[config.mk]
export PLATFORM = sky130hd
export DESIGN_NAME = twiddle_mult
export DESIGN_NICKNAME = d
export VERILOG_FILES = /design/src/design/fft_twiddle_pkg.sv /design/src/design/complex_mult.sv /design/src/design/twiddle_addr_gen.sv /design/src/design/twiddle_mult.sv /design/src/design/twiddle_rom.sv
export VERILOG_INCLUDE_DIRS = /design/src /design/src/include
export SDC_FILE = /design/constraint.sdc
export NUM_CORES = 2
export LEC_CHECK = 0
export ABC_AREA = 1
export CAP_MARGIN = 20
export CORE_MARGIN = 2
export CORE_UTILIZATION = 50
export DETAILED_ROUTE_END_ITERATION = 10
export DONT_BUFFER_PORTS = 1
export GPL_ROUTABILITY_DRIVEN = 1
export HOLD_SLACK_MARGIN = 0.02
export PLACE_DENSITY_LB_ADDON = 0.2
export RECOVER_POWER = 50
export SLEW_MARGIN = 25
export SYNTH_ARGS = -nofsm -noshare
export SYNTH_HDL_FRONTEND = slang
export SYNTH_HIERARCHICAL = 1
export SYNTH_SLANG_ARGS = --single-unit
[constraint.sdc]
create_clock -name clk -period 15.1 [get_ports clk]
set_input_delay 1.51 -clock clk [delete_from_list [all_inputs] [get_ports clk]]
set_output_delay 1.51 -clock clk [all_outputs]
set_load 0.02 [all_outputs]
[src/include/fft_params.svh]
`ifndef FFT_PARAMS_SVH
`define FFT_PARAMS_SVH

// sample is {re, im} with two's complement parts
`define FFT_SAMPLE_W   32
`define FFT_PART_W     16

// twiddle is Q1.10 in 12 bits so 1.0 is 1024
`define FFT_TW_W       12
`define FFT_TW_FRAC    10

// half a turn of W64 in 32 entries
`define FFT_TW_NUM     32
`define FFT_TW_IDX_W   $clog2(`FFT_TW_NUM)

// multiply accumulator wide enough for 12x16 products plus the sum
`define FFT_ACC_W      30

// schedule counter
`define FFT_CNT_W      8
`define FFT_START_CNT  96   // first count of stage 2
`define FFT_STAGE_LEN  32   // counts per stage

`endif

[src/design/fft_twiddle_pkg.sv]
`include "fft_params.svh"

package fft_twiddle_pkg;

    // one real or imaginary part of a sample
    typedef logic signed [`FFT_PART_W-1:0] part_t;

    // one part of a twiddle factor in Q1.10
    typedef logic signed [`FFT_TW_W-1:0] tw_part_t;

    // address into the coefficient table
    typedef logic [`FFT_TW_IDX_W-1:0] tw_idx_t;

    // bus word seen either as raw bits or as its two parts
    typedef union packed {
        logic [`FFT_SAMPLE_W-1:0] raw;
        struct packed {
            part_t re;  // upper half
            part_t im;  // lower half
        } parts;
    } cplx_word_u;

endpackage

[src/design/complex_mult.sv]
`timescale 1ns/1ps
`include "fft_params.svh"

// (a + jb)(c + jd) = (ac - bd) + j(ad + bc) scaled by 2^-10
module complex_mult (
    input  fft_twiddle_pkg::cplx_word_u data_in,
    input  fft_twiddle_pkg::tw_part_t   tw_re,
    input  fft_twiddle_pkg::tw_part_t   tw_im,
    output fft_twiddle_pkg::cplx_word_u data_out
);

    logic signed [`FFT_ACC_W-1:0] prod_rr;  // tw_re * re
    logic signed [`FFT_ACC_W-1:0] prod_ii;  // tw_im * im
    logic signed [`FFT_ACC_W-1:0] prod_ir;  // tw_im * re
    logic signed [`FFT_ACC_W-1:0] prod_ri;  // tw_re * im
    logic signed [`FFT_ACC_W-1:0] acc_re;
    logic signed [`FFT_ACC_W-1:0] acc_im;
    logic signed [`FFT_ACC_W-1:0] scaled_re;
    logic signed [`FFT_ACC_W-1:0] scaled_im;

    always_comb begin
        // sign-extend before multiplying so the full product is kept
        prod_rr = `FFT_ACC_W'(tw_re) * `FFT_ACC_W'(data_in.parts.re);
        prod_ii = `FFT_ACC_W'(tw_im) * `FFT_ACC_W'(data_in.parts.im);
        prod_ir = `FFT_ACC_W'(tw_im) * `FFT_ACC_W'(data_in.parts.re);
        prod_ri = `FFT_ACC_W'(tw_re) * `FFT_ACC_W'(data_in.parts.im);

        acc_re = prod_rr - prod_ii;
        acc_im = prod_ir + prod_ri;

        // arithmetic shift rounds toward minus infinity
        scaled_re = acc_re >>> `FFT_TW_FRAC;
        scaled_im = acc_im >>> `FFT_TW_FRAC;

        // keep the low 16 bits so overflow wraps
        data_out.parts.re = scaled_re[`FFT_PART_W-1:0];
        data_out.parts.im = scaled_im[`FFT_PART_W-1:0];
    end

endmodule

[src/design/twiddle_addr_gen.sv]
`timescale 1ns/1ps
`include "fft_params.svh"

// maps the schedule counter onto a twiddle table index
//   stage s (group g = s - 2) repeats with period 2^(g+1)
//   and steps through the table with stride 16 / 2^g
module twiddle_addr_gen (
    input  logic [`FFT_CNT_W-1:0]    cnt,
    output fft_twiddle_pkg::tw_idx_t tw_idx
);

    logic [`FFT_CNT_W-1:0]    offset;
    logic                     below;   // stage 1 where the twiddle is always 1
    logic [2:0]               grp;     // 0..4 for stages 2..6
    logic [2:0]               shamt;   // log2 of the stride
    fft_twiddle_pkg::tw_idx_t pos;
    fft_twiddle_pkg::tw_idx_t mask;

    always_comb begin
        below  = cnt < `FFT_CNT_W'(`FFT_START_CNT);
        offset = cnt - `FFT_CNT_W'(`FFT_START_CNT);

        grp = 3'(offset / `FFT_STAGE_LEN);
        pos = fft_twiddle_pkg::tw_idx_t'(offset % `FFT_STAGE_LEN);

        // an 8-bit count never reaches group 5 so shamt cannot underflow
        shamt = 3'(`FFT_TW_IDX_W - 1) - grp;

        // period 2^(g+1) keeps the low g+1 bits of the position
        mask = {`FFT_TW_IDX_W{1'b1}} >> shamt;

        if (below) begin
            tw_idx = '0;
        end else begin
            tw_idx = (pos & mask) << shamt;  // scale by the stride
        end
    end

endmodule

[src/design/twiddle_mult.sv]
`timescale 1ns/1ps
`include "fft_params.svh"

// twiddle multiplier between FFT stages
// the twiddle for cnt is applied to the sample one clock later
module twiddle_mult (
    input  logic                        clk,
    input  logic                        rst_n,
    input  logic [`FFT_CNT_W-1:0]       cnt,
    input  fft_twiddle_pkg::cplx_word_u data_in,
    output fft_twiddle_pkg::cplx_word_u data_out
);

    fft_twiddle_pkg::tw_idx_t  tw_idx;
    fft_twiddle_pkg::tw_part_t tw_re;
    fft_twiddle_pkg::tw_part_t tw_im;

    twiddle_addr_gen u_addr_gen (
        .cnt    (cnt),
        .tw_idx (tw_idx)
    );

    twiddle_rom u_rom (
        .clk    (clk),
        .rst_n  (rst_n),
        .tw_idx (tw_idx),
        .tw_re  (tw_re),
        .tw_im  (tw_im)
    );

    // purely combinational from data_in to data_out
    complex_mult u_mult (
        .data_in  (data_in),
        .tw_re    (tw_re),
        .tw_im    (tw_im),
        .data_out (data_out)
    );

endmodule

[src/design/twiddle_rom.sv]
`timescale 1ns/1ps
`include "fft_params.svh"

// W64^k = cos(2*pi*k/64) - j*sin(2*pi*k/64) for k = 0..31 in Q1.10
module twiddle_rom (
    input  logic                      clk,
    input  logic                      rst_n,
    input  fft_twiddle_pkg::tw_idx_t  tw_idx,
    output fft_twiddle_pkg::tw_part_t tw_re,
    output fft_twiddle_pkg::tw_part_t tw_im
);

    logic [2*`FFT_TW_W-1:0] coef;  // {re, im}

    always_comb begin
        case (tw_idx)
            5'd0:  coef = {12'b010000000000, 12'b000000000000};
            5'd1:  coef = {12'b001111111011, 12'b111110011011};
            5'd2:  coef = {12'b001111101100, 12'b111100111000};
            5'd3:  coef = {12'b001111010011, 12'b111011010110};
            5'd4:  coef = {12'b001110110010, 12'b111001111000};
            5'd5:  coef = {12'b001110000111, 12'b111000011101};
            5'd6:  coef = {12'b001101010011, 12'b110111000111};
            5'd7:  coef = {12'b001100010111, 12'b110101110110};
            5'd8:  coef = {12'b001011010100, 12'b110100101011};  // e^(-j pi/4)
            5'd9:  coef = {12'b001010001001, 12'b110011101000};
            5'd10: coef = {12'b001000111000, 12'b110010101100};
            5'd11: coef = {12'b000111100010, 12'b110001111000};
            5'd12: coef = {12'b000110000111, 12'b110001001101};
            5'd13: coef = {12'b000100101001, 12'b110000101100};
            5'd14: coef = {12'b000011000111, 12'b110000010011};
            5'd15: coef = {12'b000001100100, 12'b110000000100};
            5'd16: coef = {12'b000000000000, 12'b110000000000};  // -j
            5'd17: coef = {12'b111110011011, 12'b110000000100};
            5'd18: coef = {12'b111100111000, 12'b110000010011};
            5'd19: coef = {12'b111011010110, 12'b110000101100};
            5'd20: coef = {12'b111001111000, 12'b110001001101};
            5'd21: coef = {12'b111000011101, 12'b110001111000};
            5'd22: coef = {12'b110111000111, 12'b110010101100};
            5'd23: coef = {12'b110101110110, 12'b110011101000};
            5'd24: coef = {12'b110100101011, 12'b110100101011};
            5'd25: coef = {12'b110011101000, 12'b110101110110};
            5'd26: coef = {12'b110010101100, 12'b110111000111};
            5'd27: coef = {12'b110001111000, 12'b111000011101};
            5'd28: coef = {12'b110001001101, 12'b111001111000};
            5'd29: coef = {12'b110000101100, 12'b111011010110};
            5'd30: coef = {12'b110000010011, 12'b111100111000};
            5'd31: coef = {12'b110000000100, 12'b111110011011};
        endcase
    end

    // coefficient register comes up as W(0) = 1
    always_ff @(posedge clk or negedge rst_n) begin
        if (!rst_n) begin
            tw_re <= fft_twiddle_pkg::tw_part_t'(1 << `FFT_TW_FRAC);
            tw_im <= '0;
        end else begin
            tw_re <= coef[2*`FFT_TW_W-1:`FFT_TW_W];
            tw_im <= coef[`FFT_TW_W-1:0];
        end
    end

endmodule

# Yosys cells after proc, flatten, opt, wreduce, memory -nomap -nowiden
# Memories as Yosys holds them, arrays and structs flattened. A register that Yosys moved wholly into a read port is not among the register bits.
# Index checks and enable logic that the tools add are counted.
dict set report op_classes {
  mux 1
  bitwise_logic 1
  mul 4
  reduce_logical 1
  shift 2
  n_lt_le_gt_ge 1
  addsub 4
}
# operator count
set op_table {}
lappend op_table {{multiplier 12 x 16 -> 26 bit} 4}
lappend op_table {{adder 26 bit} 1}
lappend op_table {{subtractor 26 bit} 1}
lappend op_table {{less-than comparator 8 x 7 -> 1 bit, second input constant} 1}
lappend op_table {{subtractor 8 x 7 -> 8 bit, second input constant} 1}
lappend op_table {{AND 5 bit} 1}
lappend op_table {{2-to-1 mux 5 bit} 1}
lappend op_table {{left shift 5 x 3 -> 5 bit} 1}
lappend op_table {{right shift 5 x 3 -> 5 bit, first input constant} 1}
lappend op_table {{subtractor 3 bit, first input constant} 1}
lappend op_table {{zero test 1 bit} 1}
dict set report word_totals {
  word_cells 15
  mem_count 1
  input_bits 42
  ff_bits 0
  romBits 768
}
# name depth width read_ports rd_clocked_by_memory_dff write_ports line_no
set mem_list {}
lappend mem_list {{(no name shown)} 32 24 1 1 0 twiddle_rom.sv:16} ;# case (tw_idx)

# Logic depth before layout (Yosys ltp)
dict set report depth {
  word_depth 6
  depth_mapped 30
}

# Cells and area by module
# The synthesis kept the hierarchy.
# module seq_area_each_um2 n_inst cells_each area_each_um2
set modules_own_cells {}
lappend modules_own_cells {complex_mult 0.0 1 3541 27836.7}
lappend modules_own_cells {twiddle_rom 576.8 1 206 1508.9}
lappend modules_own_cells {twiddle_addr_gen 0.0 1 46 237.7}

# Worst setup path after synthesis
# No wires, ideal clock.
dict set report synth_timing {
  path_type {input port to output port}
  from {in data_in[15] in the netlist's numbering}
  to {out data_out[29] in the netlist's numbering}
  cell_stages 19
  path_slack_ns 6.368
  required_time_ns 13.590
  arrival_time_ns 7.222
  n_path_buf 2
  path_cell_list {clkbuf_1 buf_1 nand2_1 fa_1 inv_1 fa_1 fa_1 fa_1 inv_1 fa_1 inv_1 fa_1 fa_1 inv_1 ha_1 nand4_1 or2_2 o21ai_0 xor2_1}
}
# element line_no
set synth_lines {}
lappend synth_lines {{start: declaration} twiddle_mult.sv:10} ;# input fft_twiddle_pkg::cplx_word_u data_in,
lappend synth_lines {{end: declaration} twiddle_mult.sv:11} ;# output fft_twiddle_pkg::cplx_word_u data_out

==> metrics.txt <==
Worst Max-Slew Pin Slew about 1.6 ns; synth unique cells 45; Residual DRC 0; Detail Placement HPWL 55.7 mm; H-tree levels 1; final hold vios 0; Final nets ~4700; RSZ-0062 raised after global routing no; routed vias ~22000; Synth Flop Type dfrtp_1; Post-Syn Area per Cell 7.80 µm²; Worst Path Arrival 7.53 ns; Reg clk slew, reported paths 0.06 ns; Post-synth EDFFs 0; grt ovf 0; Hold Crit Class input pin to asynchronous set/reset pin; vias in the first global route 23000; Tot GR Track Use 0.250; post-CTS sizing 0; CTS tree yes; Ys Warns 6; largest fanout on the critical path 24; Buf/Inv on CP 3; TritonRoute pass-1 iters 6; area leader, netlist fa_1; cell mode on critical path fa_1; final wirelength 71.9 mm; # diodes 0; Async SR Flop Fraction 1.00; clock tree sinks 23; status finished with violations; CP max stage delay between 0.7 and 0.8 ns; PortBufs 0; synthesized net count approximately 4800; # setup viols final 0; post-synthesis register bit count 23; Final Wtd Congestion 0.895; CTS Root Cell clkbuf_16; Period Utilization, post-route 0.599; first-pass GRT wire length between 100 and 150 mm; WL/cell 16.2 µm; core area 58800 µm²; Area growth, synth to finish 1.85%; count of pins over their slew limit 21; I/O pin count 74; cts hold-fix bufs 0; sequential area share after synthesis 0.0195; die width 247 µm; starting density of the core 0.503; Yosys top cell area share 0.509; post-CTS setup buffer count 0; pin count of the biggest net entering global routing 45; Setup crit end kind output port; vias per cell 4.97; initial antenna violation count 0; layout cells sized above 1 0.0186; Data required, critical path 13.59 ns; synth cell count leaders inv_1, nand2_1, fa_1; Max clock buf depth 2; Die Span Y roughly 250 µm; crit path cell chain nand2_1 -> inv_1 -> fa_1 -> inv_1 -> fa_1 -> fa_1 -> fa_1 -> fa_1 -> fa_1 -> fa_1 -> inv_1 -> ha_1 -> nand2_1 -> nor3_1 -> nand2_1 -> o211ai_1 -> nand3_1 -> nand2_1; cell count after synthesis 3793; Starting DRT DRC Count 1469; ranking of synthesized cells by area fa_1, inv_1, nand2_1; slowest CP cell fa_1; Slew HR -0.0686; Worst Setup Start Kind input pin; FP Rows 89; critical path class input pin to output port; Routed Antenna Nets 0; total CTS buffers 3; Max Cap Viol 1; top-count cell post-synth inv_1; setup TNS 0 ns; post-route minimum period 9.04 ns; violated checks max-capacitance violations, max-slew violations; Die ar. between 60000 and 70000 µm²; CP delay by family, top adder cells; Post-Syn Area 29600 µm²; FMAX roughly 0.11 GHz
-- final timing paths --
| path | startpoint | cells past startpoint | end |
|---|---|---|---|
| min in group clk | cnt[7] | 5 | u_rom/tw_im[9]$_DFF_PN0_ |
| max in group asynchronous | rst_n | 0 | u_rom/tw_re[10]$_DFF_PN1_ |
| setup / recovery | data_in[31] | 18 | data_out[15] |
| hold / removal | rst_n | 0 | u_rom/tw_im[4]$_DFF_PN0_ |
-- cell usage in the layout (no fill, tap or decap), drive strengths merged --
cell	n
xor2	26
a21o	7
buf	18
dfrtp	22
nand2	1012
a31oi	2
a21oi	52
inv	1242
clkbuf	3
o21ai	38
o21a	4
a21boi	2
nor3	12
or2	18
o221ai	1
o211ai	1
and2	1
clkinv	1
o21bai	8
ha	206
a221oi	1
nor2	95
nand3	98
xnor2	17
nand4	9
nand3b	8
fa	752
nor4	3
dfstp	1
nand2b	1
-- sequential cells by signal, indices dropped and copies added (netlist names) --
signal,count
u_rom/tw_im,11
u_rom/tw_re,12
-- through the flow --
| step | setup slack, ns | cells | util | hold slack (ns) | cell area [µm²] |
|---|---|---|---|---|---|
| floorplan | 6.37 | 3793 | - | 1.21 | 29600 |
| global placement | 6.18 | 4430 | 0.511 | 1.22 | 30100 |
| detailed placement | 6.13 | 4430 | 0.511 | 1.22 | 30100 |
| CTS | 6.12 | 4434 | 0.513 | 0.941 | 30100 |
| global route | 5.73 | 4434 | 0.512 | 0.928 | 30100 |
| finish | 6.06 | 4434 | 0.512 | 0.942 | 30100 |
-- final cells by class --
type | count | area, µm²
inverters | 1242 | 4670
fillers | 5803 | 28700
well taps | 773 | 967
multi-input cells | 2374 | 23700
clock buffers | 3 | 75.1
repair buffers | 18 | 135
clock inverters | 1 | 5.00
flip-flops and latches | 23 | 587
-- logic make-up (layout without fill, tap and decap cells) --
group | count (synthesis) | count (layout) | share of synthesized area
AND/OR/NAND/NOR | 1257 | 1257 | 0.170
XOR/XNOR | 43 | 43 | 0.0127
AO/OA/AOI/OAI | 116 | 116 | 0.0226
adder cells (fa/ha/maj) | 958 | 958 | 0.596
flip-flops | 23 | 23 | 0.0195
buffers and inverters | 1396 | 1264 | 0.179
-- routing by layer --
layer / vias up / track usage / routed length (µm)
li1: 10200 / - / -
met4: 0 / 0.0444 / 1350
met2: 612 / 0.434 / 35500
met5: - / 0 / 0
met3: 68 / 0.0196 / 3890
met1: 11100 / 0.348 / 31200
Power is not shown: default switching activity piles up to over one toggle a cycle in this logic, so the estimate is an artifact.
